### src/video_defines.svh
`ifndef VIDEO_DEFINES_SVH
`define VIDEO_DEFINES_SVH

// Number of layer renderers
`define NUM_LAYERS 2

// Pixels per rendered line
`define LINE_PIXELS 64

// Map words from one character row to the next
`define MAP_ROW_WORDS 32

// Register address, layer select in the top bit
`define REG_ADDR_W 5

`endif
### src/line_compositor.sv
`timescale 1ns/1ns
`include "video_defines.svh"

module line_compositor (
    input  logic       clk,
    input  logic       rst,
    input  logic       start_of_line,
    input  logic [5:0] wr_idx [`NUM_LAYERS],
    input  logic [7:0] wr_data [`NUM_LAYERS],
    input  logic       wr_en [`NUM_LAYERS],
    input  logic [5:0] pix_idx,
    input  logic       pix_rd,
    output logic [7:0] pix_color
);
    // Renderers fill bank_q while the display reads the other bank
    logic       bank_q;
    logic [7:0] rd_color [`NUM_LAYERS];
    logic [7:0] merged;

    for (genvar g = 0; g < `NUM_LAYERS; g++) begin : g_buf
        logic [7:0] mem [2][`LINE_PIXELS];

        always_ff @(posedge clk) begin
            if (wr_en[g]) begin
                mem[bank_q][wr_idx[g]] <= wr_data[g];
            end
        end

        assign rd_color[g] = mem[~bank_q][pix_idx];
    end

    // Higher layer wins wherever it is non-zero
    always_comb begin
        merged = rd_color[0];
        for (int i = 1; i < `NUM_LAYERS; i++) begin
            if (rd_color[i] != 8'h00) begin
                merged = rd_color[i];
            end
        end
    end

    always_ff @(posedge clk or posedge rst) begin
        if (rst) begin
            bank_q    <= 1'b0;
            pix_color <= 8'h00;
        end else begin
            if (start_of_line) begin
                bank_q <= ~bank_q;
            end
            if (pix_rd) begin
                pix_color <= merged;
            end
        end
    end

endmodule

### config.mk
export PLATFORM = sky130hd
export DESIGN_NAME = line_compositor
export DESIGN_NICKNAME = d
export VERILOG_FILES = /design/src/line_compositor.sv
export VERILOG_INCLUDE_DIRS = /design/src
export SDC_FILE = /design/constraint.sdc
export NUM_CORES = 2
export LEC_CHECK = 0
export ABC_AREA = 1
export BUFFER_PORTS_ARGS = -buffer_cell sky130_fd_sc_hd__buf_4
export CORE_ASPECT_RATIO = 1.1
export CORE_UTILIZATION = 25
export CTS_CLUSTER_SIZE = 12
export DETAILED_ROUTE_END_ITERATION = 7
export GPL_TIMING_DRIVEN = 0
export HOLD_SLACK_MARGIN = 0.06
export PLACE_DENSITY = 0.49
export SYNTH_ARGS = -nofsm -noshare
export SYNTH_HDL_FRONTEND = slang
export SYNTH_SLANG_ARGS = --single-unit
### constraint.sdc
create_clock -name clk -period 3.2 [get_ports clk]
set_input_delay 0.32 -clock clk [delete_from_list [all_inputs] [get_ports clk]]
set_output_delay 0.32 -clock clk [all_outputs]
set_load 0.1 [all_outputs]
==> results.sh <==
export IMPL_insertion_delay_ns=0.93
export IMPL_avgRoutedWirePerCell_um=36.5
export IMPL_dpl_worst_slack_ns=-2.03
export IMPL_synth_yosys_seq_area_share_pct=74.0
export IMPL_mostFrequentLayoutCell="sky130_fd_sc_hd__edfxtp_1"
export IMPL_totalPowerFinal_mw=79.3
export IMPL_tritoncts="built"
export IMPL_clock_sinks=2057
export IMPL_grt_total_usage_pct=24.8
export IMPL_max_cap_violations=2
export IMPL_ws_path_type="in2reg"
export IMPL_h_tree_depth=4
export IMPL_syn_mean_instance_area_um2=12.2
export IMPL_setup_viol_count_final=55
export IMPL_fmaxAchievable_mhz=301
export IMPL_clock_tree_root_cell="sky130_fd_sc_hd__clkbuf_16"
export IMPL_critPathCaptureType="flip-flop"
export IMPL_die_height_um=608
export IMPL_clock_group_share_of_total_power_pct=30.4
export IMPL_final_nets=7376
export IMPL_crit_path_max_incr_delay_ns=0.95
export IMPL_area_of_the_die_um2=336000
export IMPL_rr_endpoint="pix_color[5]"
export IMPL_vias_per_cell=5.44
export IMPL_postSynthCellCount=6858
export IMPL_leakage_nw=33.9
export IMPL_start_kind="input port"
export IMPL_first_global_vias=59428
export IMPL_floorplan_io_pins=48
export IMPL_wire_length_of_the_first_global_routing_pass_mm=557
export IMPL_yosysWarnings=0
export IMPL_io_buffers=43
export IMPL_final_setup_worst_slack_ns=-0.123
export IMPL_worstSetupStartpoint="pix_idx[2]"
export IMPL_rsz0062_at_grt="yes"
export IMPL_die_w_um=553
export IMPL_post_synth_instance_area_um2=83500
export IMPL_drt_pass1_iter_count=6
export IMPL_drt_iter0_drc=10276
export IMPL_seq_power_share_pct=37.6
export IMPL_switching_share_pct=38.7
export IMPL_synth_edf_count=2048
export IMPL_final_setup_tns_ns=-1.63
export IMPL_grt_max_degree=129
export IMPL_detailedPlacementHpwl_mm=303
export IMPL_ys_async_sr_fraction_pct=0.438
export IMPL_cts_made_buffers=220
export IMPL_synth_seq_cells=2057
export IMPL_dominantRegCellSynth="sky130_fd_sc_hd__edfxtp_1"
export IMPL_placement_rows=222
export IMPL_synthesized_net_count=6898
export IMPL_required_time_of_the_critical_path_ns=4.02
export IMPL_path_cells="buf_4 > buf_2 > clkbuf_1 > buf_1 > nand3_2 > nand3_2 > nand3_1 > nand3_1 > nand2_2 > nand3_1 > nand3_1 > nand2_1"
export IMPL_worst_pin_slew_ns=1.69
export IMPL_worst_path_max_fanout=10
export IMPL_initial_core_util_pct=25.1
export IMPL_routabilityCongestion=1.01
export IMPL_timing_critical_path_arrival_ns=4.15
export IMPL_timing_reg2reg_setup_slack_ns=-0.10
export IMPL_combinationalPowerShare_pct=32.0
export IMPL_startpoint_of_the_worst_slack_reg_to_reg_timing_path="bank_q"
export IMPL_power_ir_vdd_worst_uv=653
export IMPL_intPower_mw=48.7
export IMPL_yosysUniqueCellTypes=27
export IMPL_worstSetupEndpoint="pix_color[4]"
export IMPL_net_switching_power_mw=30.7
export IMPL_timing_reg2reg_worst_path_depth=19
export IMPL_grt_overflow_total=0
export IMPL_timing_max_slew_rel_slack_pct=-13.7
export IMPL_antenna_found_initial=32
export IMPL_clkTransAtPathRegs_ns=0.06
export IMPL_path_common_cell="sky130_fd_sc_hd__nand3_1"
export IMPL_critical_path_slowest_cell="sky130_fd_sc_hd__buf_1"
export IMPL_detail_route_drc_violations=0
export IMPL_clock_tree_buffer_depth=4
export IMPL_core_area_um2=332000
export IMPL_synthToLayoutAreaGrowth_pct=21.9
export IMPL_vias=64550
export IMPL_final_period_minus_worst_setup_slack_ns=3.32
export IMPL_final_cell_mix="2048 x sky130_fd_sc_hd__edfxtp_1, 1451 x sky130_fd_sc_hd__nand2_1, 1135 x sky130_fd_sc_hd__nand3_1, 535 x sky130_fd_sc_hd__nor2_1, 508 x sky130_fd_sc_hd__o21ai_0"
export IMPL_layout_drive_gt1_share_pct=16.4
export IMPL_detail_route_wirelength_mm=433
export IMPL_failing_checks="max-capacitance violations, max-slew violations, negative setup slack"
export IMPL_num_fill_cells=33524
export IMPL_finClkSkew_ns=0.0480
export IMPL_hold_path_class="in2reg"
export IMPL_status="finished with violations"
export IMPL_antenna_left=0
export IMPL_number_of_slew_limit_violations_in_the_final_report=16
export IMPL_fin_crit_share_pct=104
export IMPL_power_density_nw_per_um2=780
export IMPL_final_number_of_hold_violating_endpoints=0
layout make-up:
type	count	area (um^2)	share of cell area [%]
Antenna cell	13	32.5	0.0320
Buffer	487	3430	3.37
Clock buffer	286	5770	5.67
Clock inverter	84	622	0.611
Inverter	42	175	0.172
Multi-Input combinational cell	4271	21400	21.0
Sequential cell	2057	61700	60.6
Tap cell	4368	5470	5.37
Timing Repair Buffer	257	3160	3.11
stage by stage:
step	hold slack [ns]	area (um^2)	cells	util, %
2_1_floorplan	0.148	83500	6858	-
3_3_place_gp	0.359	89200	11269	26.9
3_5_place_dp	0.368	92000	11432	27.7
4_1_cts	0.0799	100000	11822	30.2
5_1_grt	0.124	102000	11854	30.6
6_report	0.116	102000	11865	30.6
cells in the mapped netlist (2+ instances only):
master,n,area (um^2)
sky130_fd_sc_hd__a21oi_1,15,75.1
sky130_fd_sc_hd__buf_1,50,188
sky130_fd_sc_hd__buf_2,195,976
sky130_fd_sc_hd__buf_4,45,338
sky130_fd_sc_hd__buf_6,25,282
sky130_fd_sc_hd__clkbuf_1,172,646
sky130_fd_sc_hd__clkinv_1,3,11.3
sky130_fd_sc_hd__dfrtp_1,9,225
sky130_fd_sc_hd__edfxtp_1,2048,61500
sky130_fd_sc_hd__inv_1,36,135
sky130_fd_sc_hd__nand2_1,1483,5570
sky130_fd_sc_hd__nand3_1,1166,5840
sky130_fd_sc_hd__nor2_1,668,2510
sky130_fd_sc_hd__nor2_4,2,22.5
sky130_fd_sc_hd__nor3_1,146,731
sky130_fd_sc_hd__o211ai_1,3,22.5
sky130_fd_sc_hd__o21ai_0,514,2570
sky130_fd_sc_hd__o21ai_1,15,75.1
sky130_fd_sc_hd__o221ai_1,37,324
sky130_fd_sc_hd__o22ai_1,219,1370
flip-flops by register name, indices dropped and copies added, names as in the netlist:
register and flops:
pix_color 8, g_buf.mem 2048, bank_q 1
cells by family after synthesis:
kind of cell    Yosys count  share of synthesized area [%]
simple gates           3466                           17.6
flops                  2057                           74.0
compound gates          804                           5.33
buf+inv                 530                           3.12
xor+xnor                  1                         0.0105
power groups by stage:
stage	clock network [mW]	registers (mW)	logic, mW
2_1_floorplan	0	30.5	9.40
3_3_place_gp	0	30.4	21.7
3_5_place_dp	0	30.4	22.0
4_1_cts	24.1	29.9	23.4
5_1_grt	25.0	29.8	25.4
6_report	24.1	29.8	25.4
worst max-delay path: cells and delay by family:
family,cells,cell delay (ns)
buf+inv,4,2.42
simple gates,8,1.35
worst min-delay path by stage:
stage | end | cells after the start | startpoint
3_5_place_dp | pix_color[5] | 2 | rst
5_1_grt | g_buf[1].mem[1][505] | 3 | wr_en[0]
3_3_place_gp | pix_color[4] | 2 | rst
6_report | g_buf[1].mem[1][505] | 3 | wr_en[0]
2_1_floorplan | bank_q | 1 | rst
4_1_cts | g_buf[1].mem[1][505] | 3 | wr_en[0]
per-layer routing:
metal	track usage, %	vias up	part of all wire, %
met5	0	-	0.023
met4	17.0	16	8.3
met3	5.67	1152	11
met2	39.2	4755	45
met1	30.1	32761	36
li1	-	25866	-
repair_timing:
action,CTS,global route
setup endpoints to repair,2057,999
gates resized for setup,481,278
pin swaps,14,27
buffers inserted,6,8
endpoints found under the hold margin,227,286
hold buffers,15,11
(Power assumes the default switching activity.)
