**src/video_defines.svh**
```systemverilog
`ifndef VIDEO_DEFINES_SVH
`define VIDEO_DEFINES_SVH

// Number of layer renderers
`define NUM_LAYERS 2

// Pixels per rendered line
`define LINE_PIXELS 64

// Map words from one character row to the next
`define MAP_ROW_WORDS 32

// Register address, layer select in the top bit
`define REG_ADDR_W 5

`endif
```
**src/video_pkg.sv**
```systemverilog
package video_pkg;

    // One map half-word seen as a 16-colour text character
    typedef struct packed {
        logic [3:0] bg;
        logic [3:0] fg;
        logic [7:0] tile_idx;
    } text16_entry_t;

    // Same half-word seen as a 256-colour text character
    typedef struct packed {
        logic [7:0] color;
        logic [7:0] tile_idx;
    } text256_entry_t;

    typedef union packed {
        text16_entry_t  text16;
        text256_entry_t text256;
    } map_entry_t;

    typedef enum logic [2:0] {
        MODE_TEXT16  = 3'd0,
        MODE_TEXT256 = 3'd1
    } layer_mode_t;

    typedef enum logic [3:0] {
        REG_CTRL,
        REG_MAP_LO,
        REG_MAP_HI,
        REG_TILE_LO,
        REG_TILE_HI
    } reg_index_t;

endpackage

```
**src/video_ifs.sv**
```systemverilog
`timescale 1ns/1ns

// Static per-layer configuration levels
interface layer_cfg_if;
    import video_pkg::*;

    logic        enable;
    layer_mode_t mode;
    logic [15:0] map_base;
    logic [15:0] tile_base;

    modport regs (
        output enable,
        output mode,
        output map_base,
        output tile_base
    );

    modport layer (
        input enable,
        input mode,
        input map_base,
        input tile_base
    );
endinterface

// Strobe/ack read bus, one request in flight
interface mem_bus_if;
    logic [17:0] addr;
    logic [31:0] rddata;
    logic        strobe;
    logic        ack;

    modport master (
        output addr,
        output strobe,
        input  rddata,
        input  ack
    );

    modport slave (
        input  addr,
        input  strobe,
        output rddata,
        output ack
    );
endinterface

```
**src/layer_renderer.sv**
```systemverilog
`timescale 1ns/1ns
`include "video_defines.svh"

module layer_renderer (
    input  logic        clk,
    input  logic        rst,
    input  logic        start_of_screen,
    input  logic        start_of_line,
    layer_cfg_if.layer  cfg,
    mem_bus_if.master   bus,
    output logic [5:0]  wr_idx,
    output logic [7:0]  wr_data,
    output logic        wr_en
);
    import video_pkg::*;

    typedef enum logic [2:0] {
        ST_WAIT,
        ST_FETCH_MAP,
        ST_WAIT_MAP,
        ST_FETCH_TILE,
        ST_WAIT_TILE,
        ST_RENDER
    } state_t;

    localparam logic [5:0] LAST_X = 6'(`LINE_PIXELS - 1);

    state_t      state_q;
    logic        strobe_q;
    logic [17:0] addr_q;
    logic        line_en_q;

    // Map position: start of current character row and next word to fetch
    logic [15:0] map_row_q;
    logic [15:0] map_addr_q;

    // Line within the character row, and the one the next line will use
    logic [2:0]  line_q;
    logic [2:0]  next_line_q;
    logic [5:0]  x_q;

    logic [31:0] map_word_q;
    logic [31:0] tile_word_q;

    logic [15:0] row_base;
    logic [2:0]  line_next;
    logic [17:0] tile_addr;
    map_entry_t  entry;
    logic [7:0]  tile_byte;
    logic        pix_bit;
    logic [7:0]  pix_color;

    //////////////////////////////////////////////////
    // Pixel decode

    always_comb begin
        entry     = x_q[3] ? map_word_q[31:16] : map_word_q[15:0];
        tile_byte = tile_word_q[{line_q[1:0], 3'b000} +: 8];
        // MSB is the leftmost pixel
        pix_bit   = tile_byte[3'd7 - x_q[2:0]];
        if (!line_en_q) begin
            pix_color = 8'h00;
        end else if (cfg.mode == MODE_TEXT256) begin
            pix_color = pix_bit ? entry.text256.color : 8'h00;
        end else begin
            pix_color = pix_bit ? {4'h0, entry.text16.fg} : {4'h0, entry.text16.bg};
        end
    end

    // Eight bytes per tile, bit 2 of the line picks the word
    assign tile_addr = {cfg.tile_base, 2'b00} + 18'({entry.text16.tile_idx, line_q[2], 2'b00});

    // A frame start in the same cycle counts as line 0 of the map base
    assign row_base  = start_of_screen ? cfg.map_base : map_row_q;
    assign line_next = start_of_screen ? 3'd0 : next_line_q;

    assign bus.addr   = addr_q;
    assign bus.strobe = strobe_q && !bus.ack;

    //////////////////////////////////////////////////
    // Fetch and render FSM

    always_ff @(posedge clk or posedge rst) begin
        if (rst) begin
            state_q     <= ST_WAIT;
            strobe_q    <= 1'b0;
            wr_en       <= 1'b0;
            line_en_q   <= 1'b0;
            x_q         <= 6'd0;
            line_q      <= 3'd0;
            next_line_q <= 3'd0;
            map_row_q   <= 16'h0000;
            map_addr_q  <= 16'h0000;
        end else begin
            wr_en <= 1'b0;
            case (state_q)
                ST_FETCH_MAP: begin
                    strobe_q   <= 1'b1;
                    map_addr_q <= map_addr_q + 16'd1;
                    state_q    <= ST_WAIT_MAP;
                end
                ST_WAIT_MAP: begin
                    if (bus.ack) begin
                        strobe_q <= 1'b0;
                        state_q  <= ST_FETCH_TILE;
                    end
                end
                ST_FETCH_TILE: begin
                    strobe_q <= 1'b1;
                    state_q  <= ST_WAIT_TILE;
                end
                ST_WAIT_TILE: begin
                    if (bus.ack) begin
                        strobe_q <= 1'b0;
                        state_q  <= ST_RENDER;
                    end
                end
                ST_RENDER: begin
                    wr_en <= 1'b1;
                    x_q   <= x_q + 6'd1;
                    if (x_q == LAST_X) begin
                        state_q <= ST_WAIT;
                    end else if (x_q[2:0] == 3'd7 && line_en_q) begin
                        // Both halves of a map word used, fetch the next word
                        state_q <= x_q[3] ? ST_FETCH_MAP : ST_FETCH_TILE;
                    end
                end
                default: ;
            endcase

            if (start_of_line) begin
                state_q     <= cfg.enable ? ST_FETCH_MAP : ST_RENDER;
                line_en_q   <= cfg.enable;
                x_q         <= 6'd0;
                line_q      <= line_next;
                next_line_q <= line_next + 3'd1;
                map_addr_q  <= row_base;
                map_row_q   <= (line_next == 3'd7) ? row_base + 16'(`MAP_ROW_WORDS) : row_base;
            end else if (start_of_screen) begin
                next_line_q <= 3'd0;
                map_row_q   <= cfg.map_base;
                map_addr_q  <= cfg.map_base;
            end
        end
    end

    always_ff @(posedge clk) begin
        if (state_q == ST_FETCH_MAP) begin
            addr_q <= {map_addr_q, 2'b00};
        end
        if (state_q == ST_FETCH_TILE) begin
            addr_q <= tile_addr;
        end
        if (state_q == ST_WAIT_MAP && bus.ack) begin
            map_word_q <= bus.rddata;
        end
        if (state_q == ST_WAIT_TILE && bus.ack) begin
            tile_word_q <= bus.rddata;
        end
        if (state_q == ST_RENDER) begin
            wr_idx  <= x_q;
            wr_data <= pix_color;
        end
    end

endmodule

```
**src/flat_wrapper.sv**
```systemverilog
// flat-port wrapper written by rule: the top's interface ports become plain ports
module layer_renderer_flat import video_pkg::*;
  (clk, rst, start_of_screen, start_of_line, wr_idx, wr_data, wr_en, cfg_enable, cfg_mode, cfg_map_base, cfg_tile_base, bus_addr, bus_strobe, bus_rddata, bus_ack);
  layer_cfg_if cfg_i ();
  mem_bus_if bus_i ();
  input  logic clk;
  input  logic rst;
  input  logic start_of_screen;
  input  logic start_of_line;
  output logic [5:0] wr_idx;
  output logic [7:0] wr_data;
  output logic wr_en;
  input wire logic [$bits(cfg_i.enable)-1:0] cfg_enable;
  input wire logic [$bits(cfg_i.mode)-1:0] cfg_mode;
  input wire logic [$bits(cfg_i.map_base)-1:0] cfg_map_base;
  input wire logic [$bits(cfg_i.tile_base)-1:0] cfg_tile_base;
  output wire logic [$bits(bus_i.addr)-1:0] bus_addr;
  output wire logic [$bits(bus_i.strobe)-1:0] bus_strobe;
  input wire logic [$bits(bus_i.rddata)-1:0] bus_rddata;
  input wire logic [$bits(bus_i.ack)-1:0] bus_ack;
  assign cfg_i.enable = cfg_enable;
  assign cfg_i.mode = cfg_mode;
  assign cfg_i.map_base = cfg_map_base;
  assign cfg_i.tile_base = cfg_tile_base;
  assign bus_addr = bus_i.addr;
  assign bus_strobe = bus_i.strobe;
  assign bus_i.rddata = bus_rddata;
  assign bus_i.ack = bus_ack;
  layer_renderer u_core (.clk(clk), .rst(rst), .start_of_screen(start_of_screen), .start_of_line(start_of_line), .cfg(cfg_i), .bus(bus_i), .wr_idx(wr_idx), .wr_data(wr_data), .wr_en(wr_en));
endmodule
```
**config.mk**
```make
export PLATFORM = sky130hd
export DESIGN_NAME = layer_renderer_flat
export DESIGN_NICKNAME = d
export VERILOG_FILES = /design/src/video_pkg.sv /design/src/video_ifs.sv /design/src/layer_renderer.sv /design/src/flat_wrapper.sv
export VERILOG_INCLUDE_DIRS = /design/src
export SDC_FILE = /design/constraint.sdc
export NUM_CORES = 1
export LEC_CHECK = 0
export BUFFER_PORTS_ARGS = -buffer_cell sky130_fd_sc_hd__buf_2
export CORE_UTILIZATION = 46
export CTS_CLUSTER_SIZE = 25
export DETAILED_ROUTE_END_ITERATION = 8
export GPL_TIMING_DRIVEN = 0
export HOLD_SLACK_MARGIN = 0.08
export PLACE_DENSITY = 0.67
export SLEW_MARGIN = 40
export SYNTH_ARGS = -nofsm -noshare
export SYNTH_HDL_FRONTEND = slang
export SYNTH_SLANG_ARGS = --single-unit
```
**constraint.sdc**
```tcl
create_clock -name clk -period 9.5 [get_ports clk]
set_clock_uncertainty 0.2 [all_clocks]
set_input_delay 0 -clock clk [delete_from_list [all_inputs] [get_ports clk]]
set_output_delay 0 -clock clk [all_outputs]
set_load 0.05 [all_outputs]
```
==> qor.yml <==
numCtsBuffers: 17
wl_per_cell_um: 16.4
antenna_found_initial: 0
viasPerCell: 5.21
peakVddDrop_uv: 116
critPathMaxFanout: 10
grt_pass1_vias: 4776
wl_um: 15200
io_pins: 107
status: "complete, no violations"
ys_ff_latch: 144
synthXorXnorAreaFrac_pct: 5.22
wl_met3_um: 803
rsz0062_at_grt: "false"
dr_wl_met2_um: 7230
ys_seq_area_share_pct: 60.7
synth_compound_area_share_pct: 7.94
p_total_mw: 1.77
hold_viol_final: 0
synth_top_family_by_area: "multiplexers"
std_cell_rows: 43
synth.area.top_cells: "edfxtp_1 (42%), dfrtp_1 (19%), mux2_2 (4.9%)"
synthTopCellsByCount: "edfxtp_1 (94), dfrtp_1 (50), nand2_1 (39)"
globalRouteOverflowTotal: 0
die_x_um: 123
io_buffers: 103
start_util_pct: 47.8
grt_usage_pct: 22.1
vias: 4833
grt_max_degree: 35
ys.flop_type: "edfxtp_1"
final_cells: 927
hold_class: "input pin to flop"
grt_first_pass_wirelength_um: 24500
cts_tree: "done"
report.final.setup_viol: 0
synth-simple-area-share_pct: 10.3
crit_type: "flop to flop"
post-dp-hpwl_um: 10600
post_synth_num_cell_types: 52
max_freq_mhz: 202
slew_headroom_pct: 49.4
h-tree-depth: 4
clock_latency_ps: 420
placed_cell_area_mm2: 0.00753
end_kind: "flop"
syn_inst: 523
yosys_warnings: 0
synth_top_area_share_pct: 42.0
cp.arrival_ps: 4920
wl_met1_um: 6920
cp.required_ps: 9470
multi_input_area_mm2: 0.00253
maxSlewViolCount: 0
highest_layer: "met4"
start_kind: "flop"
die_area_mm2: 0.0151
async_flop_share_pct: 34.7
clock_path_buffers: 2
tightest_slew_ps: 759
drv_cap: 0
setup-tns-final_ps: 0
period_share_pct: 52.2
syn_area_per_cell_um2: 12.8
leakage_nw: 3.57
die_height_um: 123
nFillCells: 1087
clkTransAtPathRegs_ps: 60
layout.nets: 823
root_buffer: "clkbuf_16"
syn2layout_area_growth_pct: 33.5
placed_cells: 809
drcViolationCount: 0
power.density_mw_per_mm2: 197
drtIter0Drc: 308
synth_top_cell_by_area: "edfxtp_1"
synthAdderAreaFrac_pct: 3.09
core_mm2: 0.0140
fin_area_mm2: 0.00897
regArea_mm2: 0.00407
gp_congestion: 0.864
drive_gt1_share_pct: 24.2
diodes: 0
synth_mux_area_share_pct: 10.6
drtPass1Iterations: 5
layout_min_cycle_time_ps: 4950
syn_area_mm2: 0.00672
synth_most_common_cell: "edfxtp_1"
cts_sinks: 144
ant_nets: 0
synth_edf_count: 94
cells in the final DEF (no fill, tap or decap), types with 9 or more instances in the layout:
master,synthesis,routed
clkbuf_1,12,15
ha_1,15,15
nor3_1,9,9
mux2i_1,29,29
dlygate4sd3_1,0,85
edfxtp_1,94,94
xor2_1,23,23
xnor2_1,17,17
mux2_2,29,29
nand2_1,39,39
o21ai_0,31,31
nor2_1,38,36
buf_2,4,107
nor2b_1,13,13
dfrtp_1,50,50
a21oi_1,25,25
clkbuf_16,0,17
final cells by class:
type / count / area share [%]
sequential: 144 / 45.4
inverter: 10 / 0.447
clock buffer: 20 / 4.87
clock inverter: 12 / 1.51
multi-input combinational: 349 / 28.2
timing repair buffer: 191 / 15.9
tap: 180 / 2.51
buffer: 21 / 1.14
path summary, 6_finish.rpt:
| check | end | startpoint | slack, ps | depth (start not counted) |
|---|---|---|---|---|
| setup / recovery | u_core.bus.addr[9] | u_core.x_q[3] | 4550 | 12 |
| hold / removal | u_core.map_word_q[1] | bus_rddata[1] | 100 | 2 |
| setup reg to reg | u_core.bus.addr[9] | u_core.x_q[3] | 4550 | 12 |
| hold reg to reg | u_core.wr_idx[5] | u_core.x_q[5] | 300 | 0 |
| max in group asynchronous | u_core.map_addr_q[0] | rst | 8190 | 5 |
| min in group asynchronous | u_core.line_q[2] | rst | 450 | 4 |
through the flow:
stage | hold WS, ps | worst slack [ps] | utilization [%]
2_1_floorplan | -101 | 6230 | -
3_3_place_gp | -5.18 | 5530 | 53.1
3_5_place_dp | -242 | 5520 | 53.6
4_1_cts | 81.3 | 4550 | 63.7
5_1_grt | 99.1 | 4270 | 63.9
6_report | 101 | 4550 | 63.9
sequential cells by signal (all words and copies together) (netlist names), 6 cells and up:
| signal | cells |
|---|---|
| u_core.x_q | 6 |
| u_core.bus.addr | 16 |
| u_core.tile_word_q | 32 |
| u_core.map_addr_q | 16 |
| u_core.map_row_q | 16 |
| u_core.map_word_q | 32 |
| u_core.wr_idx | 6 |
| u_core.wr_data | 8 |
critical path: stages (launching register included):
cell           delay (ps)
dfrtp_1               420
buf_1                 560
clkbuf_1              630
mux2_2                430
ha_1                  350
a21o_1                200
a21oi_1               220
a21boi_0              170
o21a_1                210
nor3_1                110
dlygate4sd3_1         570
o31ai_1                70
dlygate4sd3_1         570
per-layer routing:
layer  vias up  track usage [%]
li1       2342                -
met1      2329             30.4
met2       145             34.4
met3        17             4.79
met4         0             8.08
met5         -                0
kinds of logic after synthesis:
family	after synthesis
other	1
xor gates and xnor gates	40
adders and majority gates	16
AOI/OAI and AO/OA	88
buffers and inverters	31
and+or+nand+nor	141
DFF	144
muxes	62
power by group:
part | switching [mW] | internal, mW | leakage [nW]
combinational | 0.223 | 0.131 | 1.83
clock | 0.257 | 0.388 | 0.269
sequential | 0.0314 | 0.738 | 1.48
repair_timing:
item                                    4_1_cts  5_1_grt
hold buffers                                 85        0
resized for setup                             0        0
endpoints found under the hold margin       183        0
endpoints found under the setup margin        0        0
setup buffers                                 0        0
No activity file was read; power rests on OpenSTA's default activity.
